[config.mk]
export PLATFORM = sky130hd
export DESIGN_NAME = lockin_top
export DESIGN_NICKNAME = d
export VERILOG_FILES = /design/src/common/lockin_pkg.sv /design/src/common/frame_if.sv /design/src/lockin_accum/frame_accum.sv /design/src/lockin_accum/lockin_mixer.sv /design/src/rtl/lockin_top.sv /design/src/rtl/pem_frame_seq.sv
export VERILOG_INCLUDE_DIRS = /design/src /design/src/common
export SDC_FILE = /design/constraint.sdc
export NUM_CORES = 2
export LEC_CHECK = 0
export ABC_AREA = 1
export BUFFER_PORTS_ARGS = -buffer_cell sky130_fd_sc_hd__buf_2
export CELL_PAD_IN_SITES_DETAIL_PLACEMENT = 1
export CELL_PAD_IN_SITES_GLOBAL_PLACEMENT = 1
export CORE_MARGIN = 10
export CORE_UTILIZATION = 40
export DETAILED_ROUTE_END_ITERATION = 8
export HOLD_SLACK_MARGIN = 0.03
export PLACE_DENSITY_LB_ADDON = 0.05
export SLEW_MARGIN = 40
export SYNTH_ARGS = -nofsm -noshare
export SYNTH_HDL_FRONTEND = slang
export SYNTH_SLANG_ARGS = --single-unit
export TNS_END_PERCENT = 20
[constraint.sdc]
create_clock -name alg_clk -period 8.8 [get_ports alg_clk]
set_clock_uncertainty 0.1 [all_clocks]
set_input_delay 1.76 -clock alg_clk [delete_from_list [all_inputs] [get_ports alg_clk]]
set_output_delay 1.76 -clock alg_clk [all_outputs]
set_load 0.02 [all_outputs]
[src/common/lockin_config.svh]
`ifndef LOCKIN_CONFIG_SVH
`define LOCKIN_CONFIG_SVH

////////////////////////////////////////////////////////////
// frame geometry
////////////////////////////////////////////////////////////

`define LOCKIN_FRAME_PERIODS 5   // pem periods per frame
`define LOCKIN_CNT_W         3   // period counter width

////////////////////////////////////////////////////////////
// datapath widths
////////////////////////////////////////////////////////////

`define LOCKIN_SAMPLE_W      16  // reference sample, signed
`define LOCKIN_WAVE_W        16  // sign, 1 int, 14 frac
`define LOCKIN_PROD_W        32  // sample x wave
`define LOCKIN_ACC_W         40  // frame sum, headroom for long frames
`define LOCKIN_ADDR_W        9   // 512 entry wave table

// boundary to sum strobe, mixer 2 + accum 1
`define LOCKIN_SUM_LAT       3

`endif

[src/common/lockin_pkg.sv]
`default_nettype none

package lockin_pkg;

  `include "lockin_config.svh"

  ////////////////////////////////////////////////////////////
  // datapath types
  ////////////////////////////////////////////////////////////

  typedef logic signed [`LOCKIN_SAMPLE_W-1:0] sample_t; // reference sample
  typedef logic signed [`LOCKIN_WAVE_W-1:0]   wave_t;   // sine/cosine table value
  typedef logic signed [`LOCKIN_PROD_W-1:0]   prod_t;   // mixer product
  typedef logic signed [`LOCKIN_ACC_W-1:0]    acc_t;    // frame sum

  typedef logic [`LOCKIN_ADDR_W-1:0] wave_addr_t;       // table index, wraps
  typedef logic [`LOCKIN_CNT_W-1:0]  period_cnt_t;      // pem period in frame

  ////////////////////////////////////////////////////////////
  // sequencer FSM
  ////////////////////////////////////////////////////////////

  typedef enum logic [1:0] {
    SEQ_IDLE   = 2'd0,  // waiting for search_end
    SEQ_ARMED  = 2'd1,  // waiting for first pem edge
    SEQ_SYNCED = 2'd2   // locked, frames running
  } seq_state_t;

endpackage

`default_nettype wire

[src/common/frame_if.sv]
`timescale 1ns/10ps
`default_nettype none

// sequencer to demodulator, all single cycle qualified
interface frame_if;

  import lockin_pkg::*;

  logic    sample_stb;  // table request issued this cycle
  logic    frame_end;   // frame boundary cycle
  logic    bank;        // bank of the frame in progress
  sample_t ref_sample;  // sample paired with the request

  modport seq (
    output sample_stb,
    output frame_end,
    output bank,
    output ref_sample
  );

  modport demod (
    input  sample_stb,
    input  frame_end,
    input  bank,
    input  ref_sample
  );

endinterface

`default_nettype wire

[src/lockin_accum/frame_accum.sv]
`timescale 1ns/10ps
`default_nettype none

module frame_accum (
  input  wire                    alg_clk,
  input  wire                    alg_rst_n,
  input  wire                    prod_valid,
  input  wire lockin_pkg::prod_t prod_i,
  input  wire lockin_pkg::prod_t prod_q,
  input  wire                    prod_bank,       // target bank of this product
  input  wire                    prod_frame_end,  // drain request
  input  wire                    prod_end_bank,   // bank to drain
  output lockin_pkg::acc_t       i_sum,           // in-phase frame sum
  output lockin_pkg::acc_t       q_sum,           // quadrature frame sum
  output logic                   sum_valid        // one cycle per frame
);

  import lockin_pkg::*;

  acc_t acc_i [2];   // ping/pong in-phase
  acc_t acc_q [2];   // ping/pong quadrature
  acc_t nxt_i [2];   // bank value with this cycle's product
  acc_t nxt_q [2];
  acc_t add_i;
  acc_t add_q;

  ////////////////////////////////////////////////////////////
  // bank update
  ////////////////////////////////////////////////////////////

  assign add_i = acc_t'(prod_i);   // sign extend to sum width
  assign add_q = acc_t'(prod_q);

  always_comb
  begin
    for (int b = 0; b < 2; b++)
    begin
      nxt_i[b] = acc_i[b];
      nxt_q[b] = acc_q[b];
      if (prod_valid && (prod_bank == 1'(b)))
      begin
        nxt_i[b] = acc_i[b] + add_i;
        nxt_q[b] = acc_q[b] + add_q;
      end
    end
  end

  always_ff @(posedge alg_clk or negedge alg_rst_n)
  begin
    if (!alg_rst_n)
    begin
      for (int b = 0; b < 2; b++)
      begin
        acc_i[b] <= '0;
        acc_q[b] <= '0;
      end
    end
    else
    begin
      for (int b = 0; b < 2; b++)
      begin
        if (prod_frame_end && (prod_end_bank == 1'(b)))
        begin
          acc_i[b] <= '0;       // drained, ready for the frame after next
          acc_q[b] <= '0;
        end
        else
        begin
          acc_i[b] <= nxt_i[b];
          acc_q[b] <= nxt_q[b];
        end
      end
    end
  end

  ////////////////////////////////////////////////////////////
  // frame sum output
  ////////////////////////////////////////////////////////////

  always_ff @(posedge alg_clk)
  begin
    if (prod_frame_end)
    begin
      // includes a same cycle product for the closing bank
      i_sum <= prod_end_bank ? nxt_i[1] : nxt_i[0];
      q_sum <= prod_end_bank ? nxt_q[1] : nxt_q[0];
    end
  end

  always_ff @(posedge alg_clk or negedge alg_rst_n)
  begin
    if (!alg_rst_n)
      sum_valid <= 1'b0;
    else
      sum_valid <= prod_frame_end;   // third cycle after buf_refresh
  end

endmodule

`default_nettype wire

[src/lockin_accum/lockin_mixer.sv]
`timescale 1ns/10ps
`default_nettype none

module lockin_mixer (
  input  wire                 alg_clk,
  input  wire                 alg_rst_n,
  frame_if.demod              frm,
  input  wire lockin_pkg::wave_t wave_sine,   // arrives one cycle after request
  input  wire lockin_pkg::wave_t wave_cosine,
  output logic                prod_valid,
  output lockin_pkg::prod_t   prod_i,         // sample x sine
  output lockin_pkg::prod_t   prod_q,         // sample x cosine
  output logic                prod_bank,      // bank the product belongs to
  output logic                prod_frame_end, // close prod_end_bank
  output logic                prod_end_bank
);

  import lockin_pkg::*;

  sample_t s1_sample;   // sample held for the table latency
  logic    s1_valid;
  logic    s1_bank;
  logic    s1_end;
  logic    s1_end_bank;

  ////////////////////////////////////////////////////////////
  // stage 1, wait for the table
  ////////////////////////////////////////////////////////////

  always_ff @(posedge alg_clk or negedge alg_rst_n)
  begin
    if (!alg_rst_n)
    begin
      s1_valid <= 1'b0;
      s1_end   <= 1'b0;
    end
    else
    begin
      s1_valid <= frm.sample_stb;
      s1_end   <= frm.frame_end;
    end
  end

  always_ff @(posedge alg_clk)
  begin
    s1_sample   <= frm.ref_sample;
    s1_bank     <= frm.frame_end ? ~frm.bank : frm.bank;  // boundary sample opens new frame
    s1_end_bank <= frm.bank;                              // bank being closed
  end

  ////////////////////////////////////////////////////////////
  // stage 2, signed products
  ////////////////////////////////////////////////////////////

  always_ff @(posedge alg_clk or negedge alg_rst_n)
  begin
    if (!alg_rst_n)
    begin
      prod_valid     <= 1'b0;
      prod_frame_end <= 1'b0;
    end
    else
    begin
      prod_valid     <= s1_valid;
      prod_frame_end <= s1_end;   // same depth as data, lands after last product
    end
  end

  always_ff @(posedge alg_clk)
  begin
    prod_i        <= prod_t'(s1_sample) * prod_t'(wave_sine);
    prod_q        <= prod_t'(s1_sample) * prod_t'(wave_cosine);
    prod_bank     <= s1_bank;
    prod_end_bank <= s1_end_bank;
  end

endmodule

`default_nettype wire

[src/rtl/lockin_top.sv]
`timescale 1ns/10ps
`default_nettype none

module lockin_top (
  input  wire                       alg_clk,
  input  wire                       alg_rst_n,
  input  wire                       search_end,
  input  wire                       pem_posedge,
  input  wire lockin_pkg::sample_t  ref_dat,
  input  wire                       ref_dat_valid,
  input  wire lockin_pkg::wave_t    wave_sine,
  input  wire lockin_pkg::wave_t    wave_cosine,
  output wire                       wave_req,
  output wire lockin_pkg::wave_addr_t wave_addr,
  output wire                       buf_refresh,
  output wire lockin_pkg::acc_t     i_sum,
  output wire lockin_pkg::acc_t     q_sum,
  output wire                       sum_valid
);

  import lockin_pkg::*;

  ////////////////////////////////////////////////////////////
  // mixer to accumulator
  ////////////////////////////////////////////////////////////

  logic  prod_valid;
  prod_t prod_i;
  prod_t prod_q;
  logic  prod_bank;
  logic  prod_frame_end;
  logic  prod_end_bank;

  frame_if frm_if ();   // sequencer tags

  pem_frame_seq u_seq (
    .alg_clk       (alg_clk),
    .alg_rst_n     (alg_rst_n),
    .search_end    (search_end),
    .pem_posedge   (pem_posedge),
    .ref_dat       (ref_dat),
    .ref_dat_valid (ref_dat_valid),
    .wave_req      (wave_req),
    .wave_addr     (wave_addr),
    .buf_refresh   (buf_refresh),
    .frm           (frm_if.seq)
  );

  lockin_mixer u_mixer (
    .alg_clk        (alg_clk),
    .alg_rst_n      (alg_rst_n),
    .frm            (frm_if.demod),
    .wave_sine      (wave_sine),      // table reply, one cycle after wave_req
    .wave_cosine    (wave_cosine),
    .prod_valid     (prod_valid),
    .prod_i         (prod_i),
    .prod_q         (prod_q),
    .prod_bank      (prod_bank),
    .prod_frame_end (prod_frame_end),
    .prod_end_bank  (prod_end_bank)
  );

  frame_accum u_accum (
    .alg_clk        (alg_clk),
    .alg_rst_n      (alg_rst_n),
    .prod_valid     (prod_valid),
    .prod_i         (prod_i),
    .prod_q         (prod_q),
    .prod_bank      (prod_bank),
    .prod_frame_end (prod_frame_end),
    .prod_end_bank  (prod_end_bank),
    .i_sum          (i_sum),
    .q_sum          (q_sum),
    .sum_valid      (sum_valid)
  );

endmodule

`default_nettype wire

[src/rtl/pem_frame_seq.sv]
`timescale 1ns/10ps
`default_nettype none
`include "lockin_config.svh"

module pem_frame_seq (
  input  wire                    alg_clk,
  input  wire                    alg_rst_n,
  input  wire                    search_end,     // phase search done, arm sync
  input  wire                    pem_posedge,    // one cycle pulse per pem period
  input  wire lockin_pkg::sample_t ref_dat,
  input  wire                    ref_dat_valid,
  output logic                   wave_req,       // table read strobe
  output lockin_pkg::wave_addr_t wave_addr,      // table index
  output logic                   buf_refresh,    // frame boundary, combinational
  frame_if.seq                   frm
);

  import lockin_pkg::*;

  seq_state_t  state;
  seq_state_t  state_nxt;
  period_cnt_t period_cnt;  // pem period within frame
  wave_addr_t  addr_r;      // next table index
  logic        bank_r;      // ping/pong select
  logic        synced;
  logic        boundary;

  ////////////////////////////////////////////////////////////
  // arming and pem sync
  ////////////////////////////////////////////////////////////

  always_comb
  begin
    state_nxt = state;
    case (state)
      SEQ_IDLE:   if (search_end)  state_nxt = SEQ_ARMED;
      SEQ_ARMED:  if (pem_posedge) state_nxt = SEQ_SYNCED;  // first frame starts here
      SEQ_SYNCED: state_nxt = SEQ_SYNCED;                   // stays locked until reset
      default:    state_nxt = SEQ_IDLE;
    endcase
  end

  always_ff @(posedge alg_clk or negedge alg_rst_n)
  begin
    if (!alg_rst_n)
      state <= SEQ_IDLE;
    else
      state <= state_nxt;
  end

  assign synced   = (state == SEQ_SYNCED);
  // fifth edge after sync closes the frame
  assign boundary = synced && pem_posedge &&
                    (period_cnt == period_cnt_t'(`LOCKIN_FRAME_PERIODS - 1));

  ////////////////////////////////////////////////////////////
  // period counter and bank flag
  ////////////////////////////////////////////////////////////

  always_ff @(posedge alg_clk or negedge alg_rst_n)
  begin
    if (!alg_rst_n)
    begin
      period_cnt <= '0;
      bank_r     <= 1'b0;
    end
    else
    begin
      if (state == SEQ_ARMED && pem_posedge)
        period_cnt <= '0;                          // sync edge is period 0
      else if (boundary)
        period_cnt <= '0;
      else if (synced && pem_posedge)
        period_cnt <= period_cnt + period_cnt_t'(1);
      if (boundary)
        bank_r <= ~bank_r;                         // flips after boundary cycle
    end
  end

  ////////////////////////////////////////////////////////////
  // wave table addressing
  ////////////////////////////////////////////////////////////

  assign wave_req  = synced && ref_dat_valid;
  assign wave_addr = (wave_req && boundary) ? '0 : addr_r;  // boundary request opens frame

  always_ff @(posedge alg_clk or negedge alg_rst_n)
  begin
    if (!alg_rst_n)
      addr_r <= '0;
    else if (boundary)
      addr_r <= wave_req ? wave_addr_t'(1) : '0;   // index 0 already used if req
    else if (wave_req)
      addr_r <= addr_r + wave_addr_t'(1);          // wraps at table end
  end

  assign buf_refresh = boundary;

  // tags toward the demodulator
  assign frm.sample_stb = wave_req;
  assign frm.frame_end  = boundary;
  assign frm.bank       = bank_r;   // still the closing frame's bank at boundary
  assign frm.ref_sample = ref_dat;

endmodule

`default_nettype wire

==> metrics <==
status=completed; FP Rows=approximately 120; Setup TNS=0 ns; crit-path cells=buf_2, nand2_1, inv_1, fa_1, fa_1, fa_1, fa_1, fa_1, inv_1, fa_1, inv_1, ha_1, nand2_1, nor2_1, inv_1, nor2_1, nand4_1, nand3_1, a21o_1, nand2_1, nand3_1, nand2_1; hold_buf cts=0; Primary FF master, synth=dfrtp_1; crit path DAT=7.39 ns; final instance area=around 50,000 um2; Slowest-stage cell, CP=fa_1; Die H=about 360 um; Post-synth EDFFs=80; post-place instance area=48,600 um2; crit path capture type=register; CTS sink count=344; via count=41.0k; TritonCTS buffer count=45; largest net degree at the start of global routing=83; Tcrit/Tclk final=0.792; Wirelength per Cell=19.6 um; diode count=0; synth unique cells=54; synthesis warning total=0; CTS Root Cell=clkbuf_16; Rel. slew slack=0.434; post-layout minimum cycle time=between 6 and 7 ns; first-pass iteration count of the detailed router=5; setup violators final=0; H-tree depth=2; critical path depth in cells=22; Post-Syn Instances=between 6k and 7k; worst skew pair latency=0.66 ns; RD Place Congestion=0.897; Avg Cell Area, Syn=about 7 um2; async set or reset register ratio after synthesis=0.523; I/O pin cnt=145; HPWL after DPL=134,000 um; WHS Path Cells=0; ranking of synthesized cells by area=fa_1 (23%), nand2_1 (17%), inv_1 (12%); Crit path required time=9.22 ns; core area=115,000 um2; layout overhead on the synthesized area=8.01%; syn_nets=7,540; maximum buffer depth of the clock tree=3; initial core utilization=0.404; worst hold path type=register to register; Crit Path Category=input pin to register; Die Wd=between 300 and 400 um; final net count=between 7k and 8k; remaining global-route overflow=0; fraction of layout cells with a size suffix above 1=0.0697; CP delay by family, top=adder cells; Mapped Area=46,400 um2; CP bufs+invs=5; Iter 0 DRT Violations=2,141; Seq cells post-synth=~340; WL final=161,000 um; Yosys top cell by area=fa_1; worst-path fanout max=16; RSZ-0062 raised after global routing=false; antenna-violating nets left=0; post-CTS sizing=0; Critical Path Source Type=input pin; most frequent CP cell=fa_1; Remaining DRCs=0; number of global-route vias before repair=44.6k; share of the synthesized area in the top cell type=0.228; IO buf count=144; CTS clk-pin slew, worst paths=about 0.060 ns; Die ar.=between 100,000 and 150,000 um2; Slew Limit Fails=0; initial antenna violation count=7; maxcap violations=0; post-CTS setup repair buffer count=0; Largest stage delay, worst path=0.87 ns; fmax=143 MHz; Tot GR Track Use=0.247; FF-to-FF path depth=22; register area share after synthesis=0.185; actual slew at the worst max-slew pin=about 0.85 ns; final-report hold violation count=0; vias per inst=4.99; first-pass GRT wire length=roughly 250,000 um; CTS tree=done
[cell usage after synthesis (15+ instances only)]
master and instances:
inv_1 1508, nand4_1 58, o21bai_1 26, a21oi_1 199, fa_1 528, nand3_2 20, or2_2 64, clkbuf_1 151
nor2_1 492, o21ai_1 28, buf_2 23, xor2_1 58, nor3_1 15, nand3b_1 22, o21ai_0 121, dfxtp_1 84
mux2i_1 21, nand2_1 2070, nand3_1 333, edfxtp_1 80, nand2_2 38, dfrtp_1 180, ha_1 326, nor2_2 31
xnor2_1 39
[stage by stage]
stage	cells	setup slack (ns)	hold WS [ns]	util
3_5_place_dp	8140	1.18	0.214	0.423
4_1_cts	8223	1.85	0.228	0.436
2_1_floorplan	6633	1.64	0.210	-
3_3_place_gp	8140	1.25	0.215	0.423
6_report	8225	1.83	0.225	0.437
5_1_grt	8225	1.48	0.239	0.437
[worst reg2reg max path: cells and delay by family, from the launching register on]
| family | cells | cell delay (ns) |
|---|---|---|
| simple gates | 9 | 1.02 |
| buf+inv | 5 | 0.69 |
| compound gates | 1 | 0.16 |
| flops | 1 | 0.87 |
| fa+ha+maj | 7 | 3.74 |
[sequential cells by signal (all words and copies together), names as in the netlist, 2 cells and up]
name               flops
u_seq.state            2
u_accum.acc_q         80
u_mixer.prod_q        32
u_accum.i_sum         40
u_mixer.s1_sample     16
u_accum.acc_i         80
u_seq.period_cnt       3
u_mixer.prod_i        32
u_accum.q_sum         40
u_seq.addr_r           9
[kinds of logic (layout without fill, tap and decap cells)]
logic type,after synthesis,in the layout,synth area share
adders and majority gates,854,854,0.316
muxes,21,21,0.00453
and+or+nand+nor,3178,3178,0.286
xor gates and xnor gates,97,97,0.0183
AOI/OAI and AO/OA,437,437,0.0526
buffers and inverters,1702,1782,0.138
DFF,344,344,0.185
[worst paths after layout]
kind	startpoint	end	slack, ns
max reg2reg	u_mixer.s1_sample[15]	u_mixer.prod_q[29]	2.13
max in group asynchronous	alg_rst_n	u_mixer.prod_frame_end	6.30
max	wave_cosine[1]	u_mixer.prod_q[29]	1.83
min in group asynchronous	alg_rst_n	u_accum.acc_q[71]	0.89
min	u_mixer.s1_bank	u_mixer.prod_bank	0.23
min reg2reg	u_mixer.s1_bank	u_mixer.prod_bank	0.23
[per-layer routing]
metal	wire [um]	vias to the layer above	global-route usage
met1	76200	20243	0.339
met4	5340	4	0.0759
li1	-	19849	-
met3	5870	240	0.0262
met5	28	-	0
met2	73800	681	0.408
[cells in the final DEF, fill, tap and decap left out, types with 8 or more instances in the layout]
| cell type | netlist | routed |
|---|---|---|
| a21oi_2 | 10 | 10 |
| nand2_2 | 38 | 39 |
| nand3_2 | 20 | 20 |
| o21ai_1 | 28 | 28 |
| dfrtp_1 | 180 | 179 |
| nand2_1 | 2070 | 2069 |
| o211ai_1 | 10 | 10 |
| or2_2 | 64 | 64 |
| xnor2_1 | 39 | 39 |
| nand4_1 | 58 | 58 |
| nand3b_1 | 22 | 22 |
| a21o_1 | 10 | 10 |
| clkbuf_16 | 0 | 45 |
| inv_2 | 12 | 13 |
| inv_1 | 1508 | 1506 |
| buf_4 | 1 | 26 |
| nor3_2 | 8 | 8 |
| o21bai_1 | 26 | 26 |
| a21oi_1 | 199 | 199 |
| buf_2 | 23 | 143 |
| clkbuf_1 | 151 | 12 |
| nor2_2 | 31 | 31 |
| o21ai_2 | 14 | 14 |
| mux2i_1 | 21 | 21 |
| nor3_1 | 15 | 15 |
| fa_1 | 528 | 528 |
| ha_1 | 326 | 326 |
| nor2_1 | 492 | 490 |
| nand3_1 | 333 | 333 |
| o21ai_0 | 121 | 121 |
| xor2_1 | 58 | 58 |
| dfxtp_1 | 84 | 77 |
| edfxtp_1 | 80 | 80 |
| or2_1 | 11 | 11 |
[cell type report]
cell class	count	area (um2)
inverters	1525	5730
well taps	1512	1890
fillers	14804	64700
clock buffers	59	1200
clock inverters	24	295
repair buffers	174	996
flip-flops and latches	344	8600
multi-input cells	4587	31400
Power is left out: the tool's default activity adds up to more than one toggle a clock period on the data nets, which glitch-free logic cannot reach.
